### src/rtl/ss_defs.svh
// --------------------
// Superswitch scan controller constants
// Chip geometry, channel count and scan timing
// --------------------

`ifndef SS_DEFS_SVH
`define SS_DEFS_SVH

// Chips driven in parallel
`define SS_NUM_CHANNELS 4

// Chain geometry of one chip
`define SS_NUM_INST_CHAINS 8
`define SS_INST_CHAIN_LEN 28
`define SS_ADDR_CHAIN_LEN 28

// One instruction frame holds every lane back to back
`define SS_FRAME_WIDTH (`SS_NUM_INST_CHAINS * `SS_INST_CHAIN_LEN)

// System clock cycles per scan clock period
`define SS_SCAN_CLK_DIV 4

// Scan ticks that scan reset stays asserted
`define SS_RESET_TICKS 4

`endif

### src/rtl/ss_pkg.sv
// --------------------
// Superswitch scan controller types
// Operation codes and channel driver states
// --------------------

`default_nettype none

package ss_pkg;

    // Host operations on one scan channel
    typedef enum logic [1:0] {
        OP_RESET_CHIP = 2'd0,
        OP_LOAD_ADDR  = 2'd1,
        OP_LOAD_INST  = 2'd2
    } scan_op_e;

    // Channel driver sequencer
    typedef enum logic [2:0] {
        ST_IDLE       = 3'd0,
        ST_RESET      = 3'd1,
        ST_SHIFT_ADDR = 3'd2,
        ST_SHIFT_INST = 3'd3,
        ST_UPDATE     = 3'd4,
        ST_DONE       = 3'd5
    } drv_state_e;

endpackage

`default_nettype wire

### src/rtl/scan_chain_shifter.sv
// --------------------
// Scan chain shifter
// Parallel load, then one serial bit per lane, MSB first
// --------------------

`default_nettype none

module scan_chain_shifter #(
    parameter int LANES  = 1,
    parameter int LENGTH = 28
) (
    input  wire                      i_sys_clk,
    input  wire                      rst_sync_sys,
    input  wire                      i_load,
    input  wire [LANES*LENGTH-1:0]   i_data,
    input  wire                      i_shift,
    output logic [LANES-1:0]         o_serial
);

    genvar l;

    // Lane l takes frame bits l*LENGTH up to l*LENGTH+LENGTH-1
    for (l = 0; l < LANES; l++) begin : g_lane
        logic [LENGTH-1:0] lane_q;

        always_ff @(posedge i_sys_clk or posedge rst_sync_sys) begin
            if (rst_sync_sys) begin
                lane_q <= '0;
            end else if (i_load) begin
                lane_q <= i_data[l*LENGTH +: LENGTH];
            end else if (i_shift) begin
                lane_q <= {lane_q[LENGTH-2:0], 1'b0};
            end
        end

        // Chip sees the top bit of each lane
        assign o_serial[l] = lane_q[LENGTH-1];
    end

endmodule

`default_nettype wire

### src/rtl/scan_clk_gen.sv
// --------------------
// Scan clock generator
// Divides the system clock into complementary scan clocks
// and flags the cycles ahead of each scan edge
// --------------------

`default_nettype none

`include "ss_defs.svh"

module scan_clk_gen (
    input  wire  i_sys_clk,
    input  wire  rst_sync_sys,
    input  wire  i_enable,
    output logic o_scan_clk_p,
    output logic o_scan_clk_n,
    output logic o_rise_tick,
    output logic o_fall_tick
);

    localparam int DIV   = `SS_SCAN_CLK_DIV;
    localparam int HALF  = DIV / 2;
    localparam int CNT_W = $clog2(DIV);

    logic [CNT_W-1:0] div_cnt;
    logic [CNT_W-1:0] cnt_nxt;
    logic             clk_p_nxt;

    assign cnt_nxt   = (div_cnt == CNT_W'(DIV - 1)) ? '0 : div_cnt + 1'b1;
    // High half of the period is the first HALF counts
    assign clk_p_nxt = (cnt_nxt < CNT_W'(HALF));

    // Edges happen at the end of these cycles
    assign o_rise_tick = i_enable && (div_cnt == CNT_W'(DIV - 1));
    assign o_fall_tick = i_enable && (div_cnt == CNT_W'(HALF - 1));

    // Start in the low half so the first edge is a rising one
    always_ff @(posedge i_sys_clk or posedge rst_sync_sys) begin
        if (rst_sync_sys) begin
            div_cnt      <= CNT_W'(HALF);
            o_scan_clk_p <= 1'b0;
            o_scan_clk_n <= 1'b0;
        end else if (i_enable) begin
            div_cnt      <= cnt_nxt;
            o_scan_clk_p <= clk_p_nxt;
            o_scan_clk_n <= ~clk_p_nxt;
        end
    end

endmodule

`default_nettype wire

### src/rtl/scan_cmd_dispatch.sv
// --------------------
// Host command dispatcher
// Registers a command and starts the target channel,
// or flags the command as dropped when that channel is busy
// --------------------

`default_nettype none

`include "ss_defs.svh"

module scan_cmd_dispatch
    import ss_pkg::*;
(
    input  wire                                 i_sys_clk,
    input  wire                                 rst_sync_sys,
    input  wire                                 i_cmd_valid,
    input  wire scan_op_e                       i_cmd_op,
    input  wire [$clog2(`SS_NUM_CHANNELS)-1:0]  i_cmd_channel,
    input  wire [`SS_ADDR_CHAIN_LEN-1:0]        i_cmd_addr,
    input  wire [`SS_FRAME_WIDTH-1:0]           i_cmd_inst,
    input  wire [`SS_NUM_CHANNELS-1:0]          i_busy,
    output logic [`SS_NUM_CHANNELS-1:0]         o_start,
    output scan_op_e                            o_op,
    output logic [`SS_ADDR_CHAIN_LEN-1:0]       o_addr,
    output logic [`SS_FRAME_WIDTH-1:0]          o_inst,
    output logic                                o_cmd_drop
);

    logic busy_eff;
    logic accept;
    logic drop_q;

    // A start issued this cycle has not reached the driver's busy yet
    assign busy_eff = i_busy[i_cmd_channel] | o_start[i_cmd_channel];
    assign accept   = i_cmd_valid && !busy_eff;

    // --------------------
    // Start and drop strobes
    // --------------------
    always_ff @(posedge i_sys_clk or posedge rst_sync_sys) begin
        if (rst_sync_sys) begin
            o_start    <= '0;
            drop_q     <= 1'b0;
            o_cmd_drop <= 1'b0;
        end else begin
            o_start    <= '0;
            drop_q     <= i_cmd_valid && busy_eff;
            o_cmd_drop <= drop_q;
            if (accept) begin
                o_start[i_cmd_channel] <= 1'b1;
            end
        end
    end

    // --------------------
    // Shared payload bus
    // --------------------
    // Only accepted commands reach the bus
    always_ff @(posedge i_sys_clk) begin
        if (accept) begin
            o_op   <= i_cmd_op;
            o_addr <= i_cmd_addr;
            o_inst <= i_cmd_inst;
        end
    end

endmodule

`default_nettype wire

### src/rtl/ss_channel_driver.sv
// --------------------
// Superswitch channel driver
// Sequences chip reset, address load and instruction load
// on the scan ticks, pulses update and captures loopback
// --------------------

`default_nettype none

`include "ss_defs.svh"

module ss_channel_driver
    import ss_pkg::*;
(
    input  wire                               i_sys_clk,
    input  wire                               rst_sync_sys,
    input  wire                               i_start,
    input  wire scan_op_e                     i_op,
    input  wire [`SS_ADDR_CHAIN_LEN-1:0]      i_addr,
    input  wire [`SS_FRAME_WIDTH-1:0]         i_inst,
    input  wire                               i_rise_tick,
    input  wire                               i_fall_tick,
    input  wire                               i_scan_out_loopback,
    output logic                              o_busy,
    output logic                              o_done,
    output logic                              o_loopback_valid,
    output logic [`SS_INST_CHAIN_LEN-1:0]     o_loopback_data,
    output logic                              o_scan_reset,
    output logic                              o_scan_update,
    output logic                              o_scan_en_inst,
    output logic [`SS_NUM_INST_CHAINS-1:0]    o_scan_in_inst,
    output logic                              o_scan_en_address,
    output logic                              o_scan_in_address
);

    localparam int LEN_MAX = (`SS_ADDR_CHAIN_LEN > `SS_INST_CHAIN_LEN) ?
                             `SS_ADDR_CHAIN_LEN : `SS_INST_CHAIN_LEN;
    localparam int TICK_MAX = (LEN_MAX > `SS_RESET_TICKS) ? LEN_MAX : `SS_RESET_TICKS;
    localparam int CNT_W = $clog2(TICK_MAX + 1);

    drv_state_e                    state;
    scan_op_e                      op_q;
    logic [CNT_W-1:0]              tick_cnt;
    logic [`SS_INST_CHAIN_LEN-1:0] lb_shift;
    logic                          addr_last;
    logic                          inst_last;
    logic                          addr_shift;
    logic                          inst_shift;

    // Counts rise ticks, i.e. bits the chip has sampled
    assign addr_last = (tick_cnt == CNT_W'(`SS_ADDR_CHAIN_LEN));
    assign inst_last = (tick_cnt == CNT_W'(`SS_INST_CHAIN_LEN));

    // Next bit goes out on the falling scan edge
    assign addr_shift = (state == ST_SHIFT_ADDR) && i_fall_tick &&
                        o_scan_en_address && !addr_last;
    assign inst_shift = (state == ST_SHIFT_INST) && i_fall_tick &&
                        o_scan_en_inst && !inst_last;

    assign o_busy           = (state != ST_IDLE);
    assign o_done           = (state == ST_DONE);
    assign o_loopback_valid = o_done && (op_q == OP_LOAD_INST);

    // --------------------
    // Chain shifters
    // --------------------
    scan_chain_shifter #(
        .LANES  (1),
        .LENGTH (`SS_ADDR_CHAIN_LEN)
    ) u_addr_shifter (
        .i_sys_clk    (i_sys_clk),
        .rst_sync_sys (rst_sync_sys),
        .i_load       (i_start),
        .i_data       (i_addr),
        .i_shift      (addr_shift),
        .o_serial     (o_scan_in_address)
    );

    scan_chain_shifter #(
        .LANES  (`SS_NUM_INST_CHAINS),
        .LENGTH (`SS_INST_CHAIN_LEN)
    ) u_inst_shifter (
        .i_sys_clk    (i_sys_clk),
        .rst_sync_sys (rst_sync_sys),
        .i_load       (i_start),
        .i_data       (i_inst),
        .i_shift      (inst_shift),
        .o_serial     (o_scan_in_inst)
    );

    // --------------------
    // Sequencer
    // --------------------
    always_ff @(posedge i_sys_clk or posedge rst_sync_sys) begin
        if (rst_sync_sys) begin
            state             <= ST_IDLE;
            op_q              <= OP_RESET_CHIP;
            tick_cnt          <= '0;
            o_loopback_data   <= '0;
            o_scan_reset      <= 1'b0;
            o_scan_update     <= 1'b0;
            o_scan_en_inst    <= 1'b0;
            o_scan_en_address <= 1'b0;
        end else begin
            case (state)
                ST_IDLE: begin
                    if (i_start) begin
                        op_q     <= i_op;
                        tick_cnt <= '0;
                        case (i_op)
                            OP_RESET_CHIP: state <= ST_RESET;
                            OP_LOAD_ADDR:  state <= ST_SHIFT_ADDR;
                            OP_LOAD_INST:  state <= ST_SHIFT_INST;
                            default:       state <= ST_IDLE;
                        endcase
                    end
                end
                // First fall tick raises the strobe, later ones may end it
                ST_RESET: begin
                    if (i_rise_tick && o_scan_reset) begin
                        tick_cnt <= tick_cnt + 1'b1;
                    end
                    if (i_fall_tick) begin
                        if (!o_scan_reset) begin
                            o_scan_reset <= 1'b1;
                        end else if (tick_cnt == CNT_W'(`SS_RESET_TICKS)) begin
                            o_scan_reset <= 1'b0;
                            state        <= ST_DONE;
                        end
                    end
                end
                ST_SHIFT_ADDR: begin
                    if (i_rise_tick && o_scan_en_address) begin
                        tick_cnt <= tick_cnt + 1'b1;
                    end
                    if (i_fall_tick) begin
                        if (!o_scan_en_address) begin
                            o_scan_en_address <= 1'b1;
                        end else if (addr_last) begin
                            o_scan_en_address <= 1'b0;
                            o_scan_update     <= 1'b1;
                            state             <= ST_UPDATE;
                        end
                    end
                end
                ST_SHIFT_INST: begin
                    if (i_rise_tick && o_scan_en_inst) begin
                        tick_cnt <= tick_cnt + 1'b1;
                    end
                    if (i_fall_tick) begin
                        if (!o_scan_en_inst) begin
                            o_scan_en_inst <= 1'b1;
                        end else if (inst_last) begin
                            o_scan_en_inst  <= 1'b0;
                            o_scan_update   <= 1'b1;
                            o_loopback_data <= lb_shift;
                            state           <= ST_UPDATE;
                        end
                    end
                end
                // Update spans one full scan period
                ST_UPDATE: begin
                    if (i_fall_tick) begin
                        o_scan_update <= 1'b0;
                        state         <= ST_DONE;
                    end
                end
                ST_DONE: begin
                    state <= ST_IDLE;
                end
                default: begin
                    state <= ST_IDLE;
                end
            endcase
        end
    end

    // Loopback word builds MSB first, sampled ahead of each rising edge
    always_ff @(posedge i_sys_clk) begin
        if (i_rise_tick && o_scan_en_inst) begin
            lb_shift <= {lb_shift[`SS_INST_CHAIN_LEN-2:0], i_scan_out_loopback};
        end
    end

endmodule

`default_nettype wire

### src/rtl/ss_scan_controller.sv
// --------------------
// Superswitch scan controller
// Drives four chips in parallel from host commands
// on scan clocks derived from the system clock
// --------------------

`default_nettype none

`include "ss_defs.svh"

module ss_scan_controller
    import ss_pkg::*;
(
    input  wire                                                   i_sys_clk,
    input  wire                                                   rst_sync_sys,
    input  wire                                                   i_scan_clk_en,
    // Host command
    input  wire                                                   i_cmd_valid,
    input  wire scan_op_e                                         i_cmd_op,
    input  wire [$clog2(`SS_NUM_CHANNELS)-1:0]                    i_cmd_channel,
    input  wire [`SS_ADDR_CHAIN_LEN-1:0]                          i_cmd_addr,
    input  wire [`SS_FRAME_WIDTH-1:0]                             i_cmd_inst,
    output wire                                                   o_cmd_drop,
    // Per-channel completion
    output wire [`SS_NUM_CHANNELS-1:0]                            o_done,
    output wire [`SS_NUM_CHANNELS-1:0]                            o_loopback_valid,
    output wire [`SS_NUM_CHANNELS-1:0][`SS_INST_CHAIN_LEN-1:0]    o_loopback_data,
    // Chip scan pins
    output wire                                                   o_scan_clk_p,
    output wire                                                   o_scan_clk_n,
    output wire [`SS_NUM_CHANNELS-1:0]                            o_scan_reset,
    output wire [`SS_NUM_CHANNELS-1:0]                            o_scan_update,
    output wire [`SS_NUM_CHANNELS-1:0]                            o_scan_en_inst,
    output wire [`SS_NUM_CHANNELS-1:0][`SS_NUM_INST_CHAINS-1:0]   o_scan_in_inst,
    output wire [`SS_NUM_CHANNELS-1:0]                            o_scan_en_address,
    output wire [`SS_NUM_CHANNELS-1:0]                            o_scan_in_address,
    input  wire [`SS_NUM_CHANNELS-1:0]                            i_scan_out_loopback
);

    genvar ch;

    logic                            rise_tick;
    logic                            fall_tick;
    logic [`SS_NUM_CHANNELS-1:0]     start;
    logic [`SS_NUM_CHANNELS-1:0]     busy;
    scan_op_e                        op_bus;
    logic [`SS_ADDR_CHAIN_LEN-1:0]   addr_bus;
    logic [`SS_FRAME_WIDTH-1:0]      inst_bus;

    // --------------------
    // Shared scan timing
    // --------------------
    scan_clk_gen u_clk_gen (
        .i_sys_clk    (i_sys_clk),
        .rst_sync_sys (rst_sync_sys),
        .i_enable     (i_scan_clk_en),
        .o_scan_clk_p (o_scan_clk_p),
        .o_scan_clk_n (o_scan_clk_n),
        .o_rise_tick  (rise_tick),
        .o_fall_tick  (fall_tick)
    );

    scan_cmd_dispatch u_dispatch (
        .i_sys_clk     (i_sys_clk),
        .rst_sync_sys  (rst_sync_sys),
        .i_cmd_valid   (i_cmd_valid),
        .i_cmd_op      (i_cmd_op),
        .i_cmd_channel (i_cmd_channel),
        .i_cmd_addr    (i_cmd_addr),
        .i_cmd_inst    (i_cmd_inst),
        .i_busy        (busy),
        .o_start       (start),
        .o_op          (op_bus),
        .o_addr        (addr_bus),
        .o_inst        (inst_bus),
        .o_cmd_drop    (o_cmd_drop)
    );

    // --------------------
    // One driver per chip
    // --------------------
    for (ch = 0; ch < `SS_NUM_CHANNELS; ch++) begin : g_chan
        ss_channel_driver u_driver (
            .i_sys_clk           (i_sys_clk),
            .rst_sync_sys        (rst_sync_sys),
            .i_start             (start[ch]),
            .i_op                (op_bus),
            .i_addr              (addr_bus),
            .i_inst              (inst_bus),
            .i_rise_tick         (rise_tick),
            .i_fall_tick         (fall_tick),
            .i_scan_out_loopback (i_scan_out_loopback[ch]),
            .o_busy              (busy[ch]),
            .o_done              (o_done[ch]),
            .o_loopback_valid    (o_loopback_valid[ch]),
            .o_loopback_data     (o_loopback_data[ch]),
            .o_scan_reset        (o_scan_reset[ch]),
            .o_scan_update       (o_scan_update[ch]),
            .o_scan_en_inst      (o_scan_en_inst[ch]),
            .o_scan_in_inst      (o_scan_in_inst[ch]),
            .o_scan_en_address   (o_scan_en_address[ch]),
            .o_scan_in_address   (o_scan_in_address[ch])
        );
    end

endmodule

`default_nettype wire

### config.mk
export PLATFORM = sky130hd
export DESIGN_NAME = ss_scan_controller
export DESIGN_NICKNAME = d
export VERILOG_FILES = /design/src/rtl/ss_pkg.sv /design/src/rtl/scan_chain_shifter.sv /design/src/rtl/scan_clk_gen.sv /design/src/rtl/scan_cmd_dispatch.sv /design/src/rtl/ss_channel_driver.sv /design/src/rtl/ss_scan_controller.sv
export VERILOG_INCLUDE_DIRS = /design/src /design/src/rtl
export SDC_FILE = /design/constraint.sdc
export NUM_CORES = 2
export LEC_CHECK = 0
export BUFFER_PORTS_ARGS = -buffer_cell sky130_fd_sc_hd__buf_2
export CAP_MARGIN = 5
export CORE_MARGIN = 2
export CORE_UTILIZATION = 35
export CTS_CLUSTER_DIAMETER = 60
export DETAILED_ROUTE_END_ITERATION = 12
export GPL_ROUTABILITY_DRIVEN = 0
export PLACE_DENSITY = 0.59
export SYNTH_ARGS = -nofsm -noshare
export SYNTH_HDL_FRONTEND = slang
export SYNTH_SLANG_ARGS = --single-unit
### constraint.sdc
create_clock -name i_sys_clk -period 49.9 [get_ports i_sys_clk]
set_input_delay 2.495 -clock i_sys_clk [delete_from_list [all_inputs] [get_ports i_sys_clk]]
set_output_delay 2.495 -clock i_sys_clk [all_outputs]
set_load 0.03 [all_outputs]
# Word-level counts from Yosys, hierarchy flattened
# Index checks and enable logic that the tools add are counted.
# Widths: inputs -> output; s select.
# op_classes
n_reduce_logical	107
n_addsub	5
eq_ne	84
n_bitwise	2
muxes	187
magnitude_cmp	3
# op_table
cell	count
$mux 28	72
$mux 3	37
$mux 5	16
$pmux 5 s4	4
$pmux 3 s5	4
$ne 2x1->1 const B	24
$ne 2x2->1 const B	24
$logic_and 1x1->1	45
$mux 1	44
$reduce_and 9->1	4
$reduce_and 2->1	16
$eq 3x2->1 const B	8
$eq 3x3->1 const B	8
$reduce_and 6->1	4
$reduce_bool 3->1	8
$add 5x1->5 const B	4
$eq 5x3->1 const B	4
$eq 5x5->1 const B	4
$reduce_and 5->1	4
$reduce_and 4->1	4
$reduce_bool 2->1	8
$reduce_bool 4->1	4
$eq 2x2->1 const B	6
$eq 3x1->1 const B	4
16 further kinds	28
# word_totals
register_bits	1552
elab_cells	469
in_bits	264

# Logic depth before layout (Yosys ltp)
# logic_depth
depth_word	7
depth_mapped	12
depth_no_buf	7

# Hierarchy
# Synthesis repeated with hierarchy kept, for this count alone.
# hier_totals
hier_cells	5457
hier_area_um2	65925.7
# modules_own_cells
mod	n_inst	area_per_inst_um2	cells_each
scan_chain_shifter (g_chan[0].u_driver.u_inst_shifter ...)	4	10348.7	980
ss_channel_driver	4	2803.9	189
scan_cmd_dispatch	1	7872.6	276
scan_chain_shifter (g_chan[0].u_driver.u_addr_shifter ...)	4	1307.5	122
scan_clk_gen	1	212.7	17

# Worst setup path before layout
# Ideal clock, no wire load.
# synth_path
path_type	input-to-reg
start	input port i_cmd_channel[0]
end	register u_dispatch.o_addr[0] (enable)
t_arrival_ps	8572
t_required_ps	49255
path_buffers	0
slack_ps	40683
setup_ps	645
stages	2
cell_sequence	mux4_2 and2_1
# synth_via
elab_chain_len	5
word_cells_on_any_way	7
classes_between	mux: 4; bitwise: 1; reduce/logical: 2
# synth_rtl
item	line_no	rtl
from (decl)	ss_scan_controller.sv:20	input wire [$clog2(`SS_NUM_CHANNELS)-1:0] i_cmd_channel,
$bmux 1 s2	scan_cmd_dispatch.sv:34	assign busy_eff = i_busy[i_cmd_channel] | o_start[i_cmd_channel];
$mux 1 (implied by the code)	scan_cmd_dispatch.sv:34	
$or 1x1->1 *	scan_cmd_dispatch.sv:34	
$logic_not 1->1 *	scan_cmd_dispatch.sv:35	assign accept = i_cmd_valid && !busy_eff;
$logic_and 1x1->1 *	scan_cmd_dispatch.sv:35	
net u_dispatch.accept	scan_cmd_dispatch.sv:30	logic accept;
to (signal assigned)	scan_cmd_dispatch.sv:62	o_addr <= i_cmd_addr;
to (decl)	scan_cmd_dispatch.sv:24	output logic [`SS_ADDR_CHAIN_LEN-1:0] o_addr,
# The timed path passes the listed nets; every way through them passes the cells marked *. The select of a mux whose other input is x is not followed.
# A chain may end at the register's enable or synchronous reset.

==> impl_metrics.yaml <==
floorplan:
  core-area_um2: 186000
  die_h_um: 437
  row_count: 158
  initial_core_util: 0.353
  die_width_um: 437
  die_area_um2: 191000
  io_pins: 439
cells_and_area:
  final_cells: 8551
  fin_nets: 6182
  final-seq-area_um2: 40700
  final_common_cell: "dfrtp_1"
  multi_input_area_um2: 22400
  mostFrequentLayoutCells: "1181 x dfrtp_1, 1078 x nand2_1, 765 x mux2i_1"
  drive_gt1_frac: 0.150
  final_area_um2: 74900
  fillers: 17657
  syn_to_final_growth_pct: 14.4
power:
  internal_power_mw: 2.87
  seq_power_share: 0.516
  leakage_nw: 33.8
  irDropWorstVdd_mv: 0.0309
  p_switching_mw: 1.31
  p_clk_frac: 0.310
  combPwrFrac: 0.175
  total_power_mw: 4.19
  switching_share: 0.314
  p_per_area_nw_per_um2: 55.9
timing:
  report.final.slew_viol_count: 0
  worst_pin_slew_ps: 1370
  slew_headroom: 0.0889
  setup_viol: 0
  rsz0062_at_grt: "false"
  period_minus_slack_ps: 6930
  final.period_utilization: 0.139
  clock_skew_ps: 31.4
  setup_slack_ps: 42970
  setup_tns_ps: 0
  finalHoldViolations: 0
  fmaxAchievable_mhz: 144
worst_setup_path:
  crit_required_ps: 50680
  cp-start-kind: "input port"
  worstPathMaxFanout: 139
  worstSetupPathType: "in2async"
  worstSetupEndpointType: "async pin"
  timing.rr.start: "u_clk_gen.div_cnt[1]"
  reg2regPathDepth: 9
  r2r_slack_ps: 45600
  arrival_ps: 7710
  slowest_stage: "buf_4"
  max_stage_delay_ps: 950
  crit_top_cell: "buf_4"
  cp_cell_sequence: "buf_2 -> inv_8 -> buf_4 -> buf_12 -> buf_4 -> buf_4 -> buf_4"
global_routing:
  first_global_vias: 41178
  grt_first_pass_wirelength_mm: 247
  grtUsageTotal: 0.163
  grt_overflow: 0
  grt_max_degree: 251
  antenna_found_initial: 23
logic_synthesis:
  synth_edf_count: 366
  synth_ff_type: "dfrtp_1"
  syn_area_um2: 65500
  ys_top_cells_by_area: "dfrtp_1 45%, edfxtp_1 17%, mux2i_1 12%, nand2_1 6.2%, o21ai_0 5.7%"
  synth_cell_types: 64
  avgSynthCellArea_um2: 11.5
  synthCells: 5684
  synth_compound_area_frac: 0.102
  synth_adder_area_share: 0.00229
  synthMuxAreaShare: 0.139
  synth_top_area_share: 0.453
  syn_nets: 5960
  ys_seq_area_frac: 0.621
  synth_area_leader_cell: "dfrtp_1"
  synth-xor-area-share: 0.00107
  synth_top_family_by_area: "multiplexers"
  synth_warnings: 0
  yosys.area_share.simple: 0.0968
  ys_ff_latch: 1552
  ys_async_sr_fraction: 0.764
placement:
  place_area_um2: 69000
  dp_cells: 8209
  dp_slack_ps: 41950
  port_buffers: 438
  dpl.hpwl_mm: 98.8
routing:
  routedWlPerCell_um: 18.2
  ant_nets: 0
  vias: 41528
  first_iter_violations: 3054
  wirelength_mm: 156
  drc: 0
  viasPerCell: 4.86
  drtPass1Iterations: 5
clock_network:
  clock-sinks: 1552
  cts-resized-gates: 0
  cts_max_path_buffers: 3
  numCtsBuffers: 174
  cts_setup_buffers: 0
  clockRootBuffer: "clkbuf_16"
  clkLatencyLatePin_ps: 820
  cts_htree_levels: 4
  cts_hold_buf: 0
  clk_pin_slew_ps: 60
  cts_tree: "yes"
hold_path:
  hold_depth: 0
  holdCritStartpoint: "u_dispatch.drop_q"
  hp-class: "reg2reg"
  min_to: "u_dispatch.o_cmd_drop"
run_status:
  status: "complete, no violations"
flow_run:
  cap_viol_max_count: 0
==> synth_stat cells, drive strengths merged (7+ instances only) <==
| library cell | n |
|---|---|
| a21oi | 449 |
| a31oi | 12 |
| and2 | 9 |
| and3 | 8 |
| and4 | 7 |
| buf | 229 |
| clkbuf | 220 |
| dfrtp | 1185 |
| edfxtp | 366 |
| ha | 12 |
| inv | 18 |
| mux2 | 126 |
| mux2i | 765 |
| nand2 | 1080 |
| nand2b | 8 |
| nand3 | 22 |
| nand4 | 8 |
| nor2 | 36 |
| nor2b | 225 |
| nor3 | 8 |
| nor4b | 7 |
| o21ai | 810 |
| xor2 | 8 |
==> metal layers <==
metal	GRT usage	wire, um	vias up
met5	0	75	-
met4	0.0573	5110	14
met3	0.0433	8120	236
met2	0.264	73900	742
met1	0.210	68700	20359
li1	-	-	20177
==> power groups by stage <==
| stage | Clock, mW | Combinational (mW) | Sequential [mW] |
|---|---|---|---|
| CTS | 1.33 | 0.746 | 2.17 |
| global placement | 0 | 0.711 | 2.17 |
| finish | 1.30 | 0.732 | 2.16 |
| floorplan | 0 | 0.622 | 2.07 |
| global route | 1.39 | 0.847 | 2.23 |
| detailed placement | 0 | 0.745 | 2.18 |
==> critical path, delay by kind of cell <==
family | cells | cell delay [ps]
buffers and inverters | 7 | 4600
==> logic make-up (layout without fill, tap and decap cells) <==
logic type / after synthesis / count (layout)
compound gates: 1305 / 1305
xor+xnor: 8 / 8
fa+ha+maj: 12 / 12
buf+inv: 467 / 840
flops: 1552 / 1552
mux: 892 / 892
other cells: 0 / 14
simple gates: 1448 / 1448
==> state kept, by name, summed over array words and instances (netlist names), 8 cells and up <==
register	cells
g_chan.u_driver.o_loopback_data	112
g_chan.u_driver.tick_cnt	20
u_dispatch.o_addr	28
g_chan.u_driver.u_inst_shifter.g_lane.lane_q	896
g_chan.u_driver.lb_shift	112
u_dispatch.o_inst	224
g_chan.u_driver.u_addr_shifter.g_lane.lane_q	112
g_chan.u_driver.state	12
g_chan.u_driver.op_q	8
==> through the flow <==
| step | util | hold slack, ps |
|---|---|---|
| after floorplan | - | 331 |
| after global placement | 0.372 | 343 |
| after detailed placement | 0.372 | 351 |
| after CTS | 0.403 | 364 |
| after global routing | 0.403 | 376 |
| final | 0.403 | 358 |
==> layout make-up <==
type | instances | area share
sequential | 1552 | 0.543
multi-input combinational | 3665 | 0.299
clock buffer | 243 | 0.0644
timing repair buffer | 495 | 0.0361
inverter | 18 | 0.00100
tap | 2480 | 0.0414
clock inverter | 84 | 0.0139
antenna | 14 | 0.000468
==> how the worst max path moves through the flow <==
stage / startpoint / to / slack, ps / cells after the start
after floorplan: rst_sync_sys / g_chan[0].u_driver.o_loopback_data[0] / 14000 / 1
after global placement: rst_sync_sys / g_chan[2].u_driver.o_loopback_data[1] / 42030 / 7
after detailed placement: rst_sync_sys / g_chan[2].u_driver.o_loopback_data[1] / 41950 / 7
after CTS: rst_sync_sys / g_chan[2].u_driver.o_loopback_data[8] / 42880 / 7
after global routing: rst_sync_sys / g_chan[2].u_driver.o_loopback_data[8] / 42150 / 7
final: rst_sync_sys / g_chan[2].u_driver.o_loopback_data[8] / 42970 / 7
Note: power is estimated with default switching activity, not from simulation.
